<file path="config.mk">
export PLATFORM = sky130hd
export DESIGN_NAME = adc_frontend_top
export DESIGN_NICKNAME = d
export VERILOG_FILES = /design/src/rtl/adc_stream_pkg.sv /design/src/rtl/reset_ctrl_pkg.sv /design/src/rtl/lock_hold_timer.sv /design/src/rtl/adc_reset_sequencer.sv /design/src/rtl/adc_sample_pipe.sv /design/src/rtl/pdm_bank.sv /design/src/rtl/adc_frontend_top.sv
export SDC_FILE = /design/constraint.sdc
export NUM_CORES = 1
export LEC_CHECK = 0
export ABC_CLOCK_PERIOD_IN_PS = 7700
export BUFFER_PORTS_ARGS = -buffer_cell sky130_fd_sc_hd__buf_2
export CORE_MARGIN = 2
export CORE_UTILIZATION = 40
export CTS_CLUSTER_SIZE = 10
export DETAILED_ROUTE_END_ITERATION = 12
export PLACE_DENSITY = 0.65
export RECOVER_POWER = 50
export SLEW_MARGIN = 20
export SYNTH_ARGS = -nofsm -noshare
export SYNTH_HDL_FRONTEND = slang
export SYNTH_SLANG_ARGS = --single-unit
</file>
<file path="constraint.sdc">
create_clock -name adc_clk_01 -period 7.7 [get_ports adc_clk_01]
set_input_delay 1.155 -clock adc_clk_01 [delete_from_list [all_inputs] [get_ports adc_clk_01]]
set_output_delay 1.155 -clock adc_clk_01 [all_outputs]
set_load 0.02 [all_outputs]
</file>
<file path="src/rtl/adc_stream_pkg.sv">
// sample widths and types for the adc data path, imported by the pipeline, top and testbench
`default_nettype none

package adc_stream_pkg;

  //////////////////////////////////////////////////////////////////////
  // converter geometry
  //////////////////////////////////////////////////////////////////////

  localparam int ADC_DW   = 14;  // bits per sample
  localparam int N_ADC_CH = 4;   // channels on the front end

  //////////////////////////////////////////////////////////////////////
  // sample types
  //////////////////////////////////////////////////////////////////////

  // raw pin word as the converter sends it
  // offset binary with the magnitude bits inverted (negative slope)
  typedef logic [ADC_DW-1:0] adc_raw_t;

  // converted sample, two's complement
  typedef logic signed [ADC_DW-1:0] adc_sample_t;

endpackage

`default_nettype wire

</file>
<file path="src/rtl/reset_ctrl_pkg.sv">
// reset sequencer states and default hold and pdm constants, imported by the control modules
`default_nettype none

package reset_ctrl_pkg;

  // adc domain reset sequencer states
  typedef enum logic [1:0] {
    ST_WAIT_SETUP = 2'd0,  // converter setup still running
    ST_WAIT_LOCK  = 2'd1,  // setup done, synthesizer not locked yet
    ST_HOLD       = 2'd2,  // locked, reset still held
    ST_RUN        = 2'd3   // reset released
  } rst_state_e;

  localparam int HOLD_CYCLES_DEF = 64;  // post lock reset hold

  //////////////////////////////////////////////////////////////////////
  // slow analog outputs
  //////////////////////////////////////////////////////////////////////

  localparam int PDM_DW    = 8;    // level width
  localparam int PDM_RANGE = 255;  // full scale density
  localparam int N_PDM_CH  = 4;    // number of outputs

endpackage

`default_nettype wire

</file>
<file path="src/rtl/lock_hold_timer.sv">
// counter that times the reset hold after lock, enabled and cleared by the sequencer
`timescale 1ns/1ps
`default_nettype none

module lock_hold_timer #(
  parameter int HOLD_CYCLES = 64  // cycles of hold, 2 or more
)(
  input  wire  adc_clk_01,
  input  wire  rst_i,
  input  wire  hold_run_i,   // count while high, clear while low
  output logic hold_done_o   // single pulse at the last hold cycle
);

  // one extra code so the counter parks past the terminal value
  localparam int                 CW      = $clog2(HOLD_CYCLES + 1);
  localparam logic [CW-1:0]      CNT_END = CW'(HOLD_CYCLES - 1);
  localparam logic [CW-1:0]      CNT_MAX = CW'(HOLD_CYCLES);

  logic [CW-1:0] cnt_q;

  always_ff @(posedge adc_clk_01) begin
    if (rst_i || !hold_run_i) begin
      cnt_q <= '0;
    end else if (cnt_q != CNT_MAX) begin
      cnt_q <= cnt_q + 1'b1;  // stops at max, no wrap
    end
  end

  // high in the cycle the count sits on the last hold value
  assign hold_done_o = hold_run_i && (cnt_q == CNT_END);

endmodule

`default_nettype wire

</file>
<file path="src/rtl/adc_reset_sequencer.sv">
// fsm that turns converter setup and synthesizer lock status into the adc domain reset
`timescale 1ns/1ps
`default_nettype none

module adc_reset_sequencer (
  input  wire  adc_clk_01,
  input  wire  rst_i,
  input  wire  spi_done_i,    // async status
  input  wire  pll_locked_i,  // async status
  input  wire  hold_done_i,   // from hold timer
  output logic hold_run_o,    // timer enable
  output logic adc_rst_o      // active high and released only in run
);

  import reset_ctrl_pkg::*;

  logic       spi_meta_q;  // first sync flop
  logic       spi_sync_q;  // second sync flop feeds the fsm
  logic       lock_q;      // lock status in one register
  rst_state_e state_q;
  rst_state_e state_nxt;

  //////////////////////////////////////////////////////////////////////
  // status capture
  //////////////////////////////////////////////////////////////////////

  always_ff @(posedge adc_clk_01) begin
    if (rst_i) begin
      spi_meta_q <= 1'b0;
      spi_sync_q <= 1'b0;
      lock_q     <= 1'b0;
    end else begin
      spi_meta_q <= spi_done_i;
      spi_sync_q <= spi_meta_q;
      lock_q     <= pll_locked_i;  // single register stage
    end
  end

  //////////////////////////////////////////////////////////////////////
  // state machine
  //////////////////////////////////////////////////////////////////////

  always_comb begin
    state_nxt = state_q;  // hold by default
    unique case (state_q)
      ST_WAIT_SETUP: begin
        if (spi_sync_q) state_nxt = ST_WAIT_LOCK;
      end
      ST_WAIT_LOCK: begin
        if (!spi_sync_q)  state_nxt = ST_WAIT_SETUP;
        else if (lock_q)  state_nxt = ST_HOLD;
      end
      ST_HOLD: begin
        if (!spi_sync_q)       state_nxt = ST_WAIT_SETUP;
        else if (!lock_q)      state_nxt = ST_WAIT_LOCK;  // lost lock mid hold
        else if (hold_done_i)  state_nxt = ST_RUN;
      end
      ST_RUN: begin
        if (!spi_sync_q)   state_nxt = ST_WAIT_SETUP;  // converter reconfigured
        else if (!lock_q)  state_nxt = ST_WAIT_LOCK;
      end
      default: state_nxt = ST_WAIT_SETUP;
    endcase
  end

  always_ff @(posedge adc_clk_01) begin
    if (rst_i) state_q <= ST_WAIT_SETUP;
    else       state_q <= state_nxt;
  end

  // outputs decoded straight from the state register
  assign hold_run_o = (state_q == ST_HOLD);
  assign adc_rst_o  = (state_q != ST_RUN);

endmodule

`default_nettype wire

</file>
<file path="src/rtl/adc_sample_pipe.sv">
// three stage capture and offset binary to two's complement conversion for all adc channels
`timescale 1ns/1ps
`default_nettype none

module adc_sample_pipe #(
  parameter int N_CH = adc_stream_pkg::N_ADC_CH
)(
  input  wire                                        adc_clk_01,
  input  wire                                        adc_rst_i,    // adc domain reset
  input  wire  adc_stream_pkg::adc_raw_t [N_CH-1:0]  adc_raw_i,    // straight from the pins
  output adc_stream_pkg::adc_sample_t    [N_CH-1:0]  adc_dat_o,
  output logic                                       adc_valid_o
);

  import adc_stream_pkg::*;

  adc_raw_t    [N_CH-1:0] raw_q;   // stage 1
  adc_sample_t [N_CH-1:0] conv_q;  // stage 2
  logic        [2:0]      vld_q;   // follows the three data stages

  //////////////////////////////////////////////////////////////////////
  // data stages, no reset on payload
  //////////////////////////////////////////////////////////////////////

  always_ff @(posedge adc_clk_01) begin
    for (int ch = 0; ch < N_CH; ch++) begin
      raw_q[ch]     <= adc_raw_i[ch];  // reg to reg point for pin timing
      // sign bit kept, magnitude flipped back to positive slope
      conv_q[ch]    <= adc_sample_t'({raw_q[ch][ADC_DW-1], ~raw_q[ch][ADC_DW-2:0]});
      adc_dat_o[ch] <= conv_q[ch];
    end
  end

  //////////////////////////////////////////////////////////////////////
  // valid flag
  //////////////////////////////////////////////////////////////////////

  always_ff @(posedge adc_clk_01) begin
    if (adc_rst_i) vld_q <= '0;
    else           vld_q <= {vld_q[1:0], 1'b1};  // fills once reset is gone
  end

  assign adc_valid_o = vld_q[2];

endmodule

`default_nettype wire

</file>
<file path="src/rtl/pdm_bank.sv">
// accumulator based pulse density modulators that drive the slow analog outputs
`timescale 1ns/1ps
`default_nettype none

module pdm_bank #(
  parameter int N_CH = reset_ctrl_pkg::N_PDM_CH
)(
  input  wire                                         adc_clk_01,
  input  wire                                         adc_rst_i,  // adc domain reset
  input  wire  [N_CH-1:0][reset_ctrl_pkg::PDM_DW-1:0] pdm_cfg_i,  // level per channel
  output logic [N_CH-1:0]                             pdm_o       // one bit outputs
);

  import reset_ctrl_pkg::*;

  // one spare bit holds acc plus level without overflow
  localparam int                SUM_W   = PDM_DW + 1;
  localparam logic [SUM_W-1:0]  RANGE_W = SUM_W'(PDM_RANGE);

  logic [SUM_W-1:0] acc_q [N_CH];  // always below full scale
  logic [SUM_W-1:0] sum   [N_CH];

  always_comb begin
    for (int ch = 0; ch < N_CH; ch++) begin
      sum[ch] = acc_q[ch] + {1'b0, pdm_cfg_i[ch]};
    end
  end

  //////////////////////////////////////////////////////////////////////
  // accumulate and emit
  //////////////////////////////////////////////////////////////////////

  always_ff @(posedge adc_clk_01) begin
    if (adc_rst_i) begin
      for (int ch = 0; ch < N_CH; ch++) begin
        acc_q[ch] <= '0;
      end
      pdm_o <= '0;
    end else begin
      for (int ch = 0; ch < N_CH; ch++) begin
        if (sum[ch] >= RANGE_W) begin
          acc_q[ch] <= sum[ch] - RANGE_W;  // carry out of the full scale
          pdm_o[ch] <= 1'b1;
        end else begin
          acc_q[ch] <= sum[ch];
          pdm_o[ch] <= 1'b0;
        end
      end
    end
  end

endmodule

`default_nettype wire

</file>
<file path="src/rtl/adc_frontend_top.sv">
// acquisition front end top, wires the reset sequencer, hold timer, sample pipe and pdm bank
`timescale 1ns/1ps
`default_nettype none

module adc_frontend_top #(
  parameter int HOLD_CYCLES = reset_ctrl_pkg::HOLD_CYCLES_DEF  // post lock hold, 2 or more
)(
  input  wire                                            adc_clk_01,
  input  wire                                            rst_i,        // chip reset
  input  wire                                            spi_done_i,   // async, adc setup done
  input  wire                                            pll_locked_i, // async, synth lock
  input  wire  adc_stream_pkg::adc_raw_t [adc_stream_pkg::N_ADC_CH-1:0] adc_raw_i,
  input  wire  [reset_ctrl_pkg::N_PDM_CH-1:0][reset_ctrl_pkg::PDM_DW-1:0] pdm_cfg_i,
  output adc_stream_pkg::adc_sample_t [adc_stream_pkg::N_ADC_CH-1:0] adc_dat_o,
  output logic                                           adc_valid_o,
  output logic                                           adc_rst_o,    // adc domain reset
  output wire  [reset_ctrl_pkg::N_PDM_CH-1:0]            pdm_o
);

  import adc_stream_pkg::*;
  import reset_ctrl_pkg::*;

  //////////////////////////////////////////////////////////////////////
  // reset sequencing
  //////////////////////////////////////////////////////////////////////

  logic hold_run;   // sequencer asks timer to count
  logic hold_done;  // timer reached the end of the hold

  adc_reset_sequencer i_seq (
    .adc_clk_01   (adc_clk_01  ),
    .rst_i        (rst_i       ),
    .spi_done_i   (spi_done_i  ),
    .pll_locked_i (pll_locked_i),
    .hold_done_i  (hold_done   ),
    .hold_run_o   (hold_run    ),
    .adc_rst_o    (adc_rst_o   )   // also feeds the data modules below
  );

  lock_hold_timer #(
    .HOLD_CYCLES (HOLD_CYCLES)
  ) i_hold (
    .adc_clk_01  (adc_clk_01),
    .rst_i       (rst_i     ),
    .hold_run_i  (hold_run  ),
    .hold_done_o (hold_done )
  );

  //////////////////////////////////////////////////////////////////////
  // data path on the adc domain reset
  //////////////////////////////////////////////////////////////////////

  adc_sample_pipe #(
    .N_CH (N_ADC_CH)
  ) i_pipe (
    .adc_clk_01  (adc_clk_01 ),
    .adc_rst_i   (adc_rst_o  ),
    .adc_raw_i   (adc_raw_i  ),
    .adc_dat_o   (adc_dat_o  ),
    .adc_valid_o (adc_valid_o)
  );

  pdm_bank #(
    .N_CH (N_PDM_CH)
  ) i_pdm (
    .adc_clk_01 (adc_clk_01),
    .adc_rst_i  (adc_rst_o ),
    .pdm_cfg_i  (pdm_cfg_i ),
    .pdm_o      (pdm_o     )
  );

endmodule

`default_nettype wire

</file>
# Word level (Yosys, flattened, before mapping)

Memory sizes are Yosys's and may differ from the RTL's.
Index checks and enable logic that the tools add are counted.
W data, S select, Z words.

Bits of input ports: 92
Output and inout port bits: 62
Memory bits (read-only): 0
Memories: 1
Flip-flop bits (word level): 187
Bits in latches: 0
RAM bits: 36
Word-level logic and storage cells: 105

Memories:

| memory      | words | bits a word | rd ports | clocked after memory_dff | write ports | line           | RTL |
|---|---|---|---|---|---|---|---|
| i_pdm.acc_q | 4     | 9           | 4        | 0                        | 4           | pdm_bank.sv:20 | `logic [SUM_W-1:0] acc_q [N_CH];` |

Multiply operators: 0
Divide/modulo/power cells: 0
Multiplexer cells: 44
$add $sub $neg: 9
Reduce and logical (&&, ||, !) cells: 5
Shift operators: 0
Equality and inequality tests: 10
Order comparisons: 4
Bitwise gates (word level): 12

Operators by type and width:

| operator              | count |
|---|---|
| $mux W9               | 8 |
| $not A13 Y13          | 4 |
| $add A9 B8 Y9         | 4 |
| $ge A9 B8 Y1 const B  | 4 |
| $sub A9 B8 Y9 const B | 4 |
| $mux W1               | 27 |
| $mux W2               | 8 |
| $or A1 B1 Y1          | 8 |
| $pmux W2 S4           | 1 |
| $add A7 B1 Y7 const B | 1 |
| $eq A7 B6 Y1 const B  | 1 |
| $ne A7 B7 Y1 const B  | 1 |
| $ne A3 B3 Y1 const B  | 2 |
| $eq A2 B2 Y1 const B  | 2 |
| $ne A4 B4 Y1 const B  | 1 |
| $reduce_and A4 Y1     | 1 |
| $eq A2 B1 Y1 const B  | 1 |
| $logic_not A2 Y1      | 1 |
| $ne A2 B1 Y1 const B  | 1 |
| $ne A2 B2 Y1 const B  | 1 |
| $logic_and A1 B1 Y1   | 1 |
| $logic_not A1 Y1      | 1 |
| $logic_or A1 B1 Y1    | 1 |

# Depth between registers and ports, before layout

An unclocked memory read counts as a cell.

Depth after elaboration: 8
Depth in mapped cells: 15
Mapped depth without buffers: 14

# Cells and area by module

Synthesis repeated with hierarchy kept, for this count alone.

Cells, all modules: 661
Area total of the unflattened synthesis: 7,946.4 µm²

Modules (own cells, without submodules):

| module              | area an instance (µm²) | sequential area each (µm²) | cells an instance | instances |
|---|---|---|---|---|
| pdm_bank            | 3,762.4                | 1,161.1                    | 380               | 1 |
| adc_sample_pipe     | 3,634.7                | 3,423.3                    | 226               | 1 |
| lock_hold_timer     | 366.6                  | 140.1                      | 40                | 1 |
| adc_reset_sequencer | 182.7                  | 100.1                      | 15                | 1 |

# Worst setup path before layout

Ideal clock, no wire load.

Path type: input to register
Start point: input port pdm_cfg_i[8] (netlist bit)
End point: memory i_pdm.acc_q[0][17] (netlist bit) (data pin)
Setup slack: 3,538 ps
Data arrival time: 3,909 ps
Stages: 14
Buffers on the path: 1
Required time: 7,447 ps
Library setup time: 253 ps
Cells stage by stage: ha_1 -> inv_1 -> fa_1 -> nand2b_1 -> a21oi_1 -> nor4_1 -> nor3_1 -> clkbuf_1 -> nor3b_1 -> ha_1 -> or2_2 -> o21ai_1 -> o31a_1 -> nor2_1

RTL lines:

| what        | line                   | RTL |
|---|---|---|
| from (decl) | adc_frontend_top.sv:13 | `input wire [reset_ctrl_pkg::N_PDM_CH-1:0][reset_ctrl_pkg::PDM_DW-1:0] pdm_cfg_i,` |
| to (decl)   | pdm_bank.sv:20         |  |

==> impl_metrics.tcl <==
set metrics [dict create \
    holdBufCountCts 0 \
    drt-vias-per-instance 4.80 \
    rsz0062_at_grt "no" \
    drc 0 \
    ir_drop_mv 0.227 \
    p_leak_nw 4.67 \
    cts_tree "done" \
    wl_per_cell_um 12.5 \
    first_pass_iters 5 \
    cts.path.max_buffers 3 \
    p_per_area_mw_per_mm2 257 \
    synthAdderAreaFrac_pct 7.30 \
    first_global_vias 5716 \
    coreArea_mm2 0.0203 \
    gr-total-overflow 0 \
    synthFlopType "dfxtp_1" \
    io_pins 154 \
    drt-total-wl_um 15500 \
    dieArea_mm2 0.0219 \
    fill_cells 1877 \
    clock_latency_ns 0.54 \
    vias 5952 \
    cts_buffers 27 \
    maxSlewViolCount 0 \
    rows 52 \
    detail_route.iter0.violations 216 \
    synth_edf_count 36 \
    synth_top_family_by_area "simple AND/OR/NAND/NOR gates" \
    cp_top_family "simple AND/OR/NAND/NOR gates" \
    yosysWarnings 0 \
    cts_resized 0 \
    fmax_mhz 227 \
    critPathCaptureType "register" \
    avgSynthCellArea_um2 11.0 \
    netlist_instances 756 \
    syn_area_mm2 0.00829 \
    synthXorXnorAreaFrac_pct 2.64 \
    cp-start-kind "input pin" \
    fin_nets 1098 \
    start_util_pct 40.8 \
    port_buffers 153 \
    cp.arrival_ns 4.71 \
    status "finished, final reports clean" \
    synth-seq-area-share_pct 58.2 \
    pre_cts_ws_ns 2.35 \
    crit_slowest_cell "nor3_2" \
    clkSinkCount 223 \
    finalCriticalPeriod_ns 4.41 \
    yosysTopAreaCell "dfxtp_1" \
    path_max_fanout 12 \
    dp_hpwl_um 11100 \
    hold_ws_ns 0.316 \
    p_total_mw 2.64 \
    crit_chain "buf_2 -> ha_1 -> inv_1 -> fa_1 -> nand2b_1 -> a21oi_1 -> nor4_1 -> nor3_2 -> nor3b_1 -> ha_1 -> or2_2 -> o21ai_1 -> o311ai_0 -> o311ai_0" \
    hp-class "register to register" \
    fin_cells 1240 \
    tns_ns 0 \
    final.setup_skew_ns 0.0141 \
    crit_type "input pin to register" \
    period_share_pct 57.3 \
    ys_seq_elements 223 \
    slowest_delay_ns 0.60 \
    layout_setup_ws_ns 3.29 \
    crit_path_start "pdm_cfg_i[8]" \
    maxCapViolCount 0 \
    async_flop_share_pct 0 \
    grt_usage_pct 14.2 \
    ys_types 65 \
    setup_viol 0 \
    worstMarginPinSlew_ns 1.01 \
    synthTopCellsByCount "dfxtp_1, inv_1, nor2_1" \
    synth.top_cell.area_share_pct 45.1 \
    dp.cells 1201 \
    synth.mux.area_fraction_pct 1.01 \
    cts_setup_buffers 0 \
    hp-start "i_pipe.conv_q[26]$_DFF_P_" \
    cp_num_buf_inv 2 \
    drive_above_1_share_pct 21.2 \
    ys_top_cells_by_area "dfxtp_1, edfxtp_1, ha_1" \
    fp.dieH_um 148 \
    place.gp.congestion 0.818 \
    clkTransAtPathRegs_ns 0.06 \
    relSlewSlack_pct 32.9 \
    hold_viol_final 0 \
    critPathRequiredTime_ns 8.00 \
    grt_first_pass_wirelength_um 25900 \
    r2r-start "i_pdm.acc_q[0][9]$_SDFFCE_PN0P_" \
    synth-compound-area-share_pct 11.8 \
    synth-simple-area-share_pct 15.0 \
    antennaDiodeCount 0 \
    syn2layout_area_growth_pct 24.1 \
    cts_max_level 1 \
    root_buffer "clkbuf_16" \
    yosysMostFrequentCell "dfxtp_1" \
    ant_nets 0 \
    grt_max_degree 39 \
    chipWidth_um 148 \
    antenna_found_initial 0 \
]
## cells in the final DEF (no fill, tap or decap), drive strengths merged, types with 13 or more instances in the layout
master,n
o211ai,13
nor2,46
buf,154
nand4,14
edfxtp,36
a21oi,25
ha,42
o21ai,23
xor2,14
dfxtp,187
nand2,30
nand3,31
conb,36
clkbuf,37
and3,16
inv,77
## flip-flops by register name, indices dropped and copies added (netlist names), 2 cells and up
register / cells
i_hold.cnt_q: 7
i_pdm.acc_q: 36
i_pdm.pdm_o: 4
i_pipe.adc_dat_o: 56
i_pipe.conv_q: 56
i_pipe.raw_q: 56
i_pipe.vld_q: 3
i_seq.state_q: 2
## kinds of logic (layout without fill, tap and decap cells)
logic type,after synthesis,in the layout
buffers and inverters,90,269
AND/OR/NAND/NOR,226,226
adder cells (fa/ha/maj),46,46
multiplexers,8,8
AO/OA/AOI/OAI,137,137
flip-flops,223,223
other,1,36
XOR/XNOR,25,25
## layout make-up
type	count	area [um2]	share of cell area (%)
sequential	223	4820	46.9
tap	270	338	3.28
timing repair buffer	154	773	7.51
multi-input combinational	478	3270	31.8
clock inverter	2	25.0	0.243
clock buffer	37	774	7.53
inverter	76	285	2.77
## metal layers
metal / wire (um) / global-route usage [%] / vias to the layer above
met4: 441 / 5.24 / 0
met1: 6580 / 17.1 / 2686
met3: 1340 / 4.94 / 38
li1: - / - / 3065
met2: 7130 / 23.5 / 163
met5: 0 / 0 / -
## power by group
| part | switching, mW | internal (mW) | total, mW |
|---|---|---|---|
| clock | 0.438 | 0.691 | 1.13 |
| combinational | 0.158 | 0.100 | 0.258 |
| sequential | 0.0136 | 1.24 | 1.25 |
| total | 0.610 | 2.03 | 2.64 |
## worst paths after layout
| check | slack [ns] | cells past startpoint | endpoint |
|---|---|---|---|
| worst max-delay path | 3.29 | 14 | i_pdm.acc_q[0][13]$_SDFFCE_PN0P_ |
| worst min-delay path | 0.32 | 0 | i_pipe.adc_dat_o[26]$_DFF_P_ |
| worst max register to register | 3.60 | 13 | i_pdm.acc_q[0][13]$_SDFFCE_PN0P_ |
| worst min register to register | 0.32 | 0 | i_pipe.adc_dat_o[26]$_DFF_P_ |
## worst register-to-register path: stages (launching register included)
cell      delay (ns)
edfxtp_1        0.36
ha_1            0.17
inv_1           0.05
fa_1            0.38
nand2b_1        0.19
a21oi_1         0.28
nor4_1          0.11
nor3_2          0.60
nor3b_1         0.16
ha_1            0.23
or2_2           0.30
o21ai_1         0.57
o311ai_0        0.26
o311ai_0        0.18
## stage by stage
| step | util (%) | cell area (um2) |
|---|---|---|
| floorplan | - | 8420 |
| global placement | 46.7 | 9480 |
| detailed placement | 46.7 | 9480 |
| CTS | 50.6 | 10300 |
| global route | 50.7 | 10300 |
| finish | 50.7 | 10300 |
No activity file was read; power rests on OpenSTA's default activity.
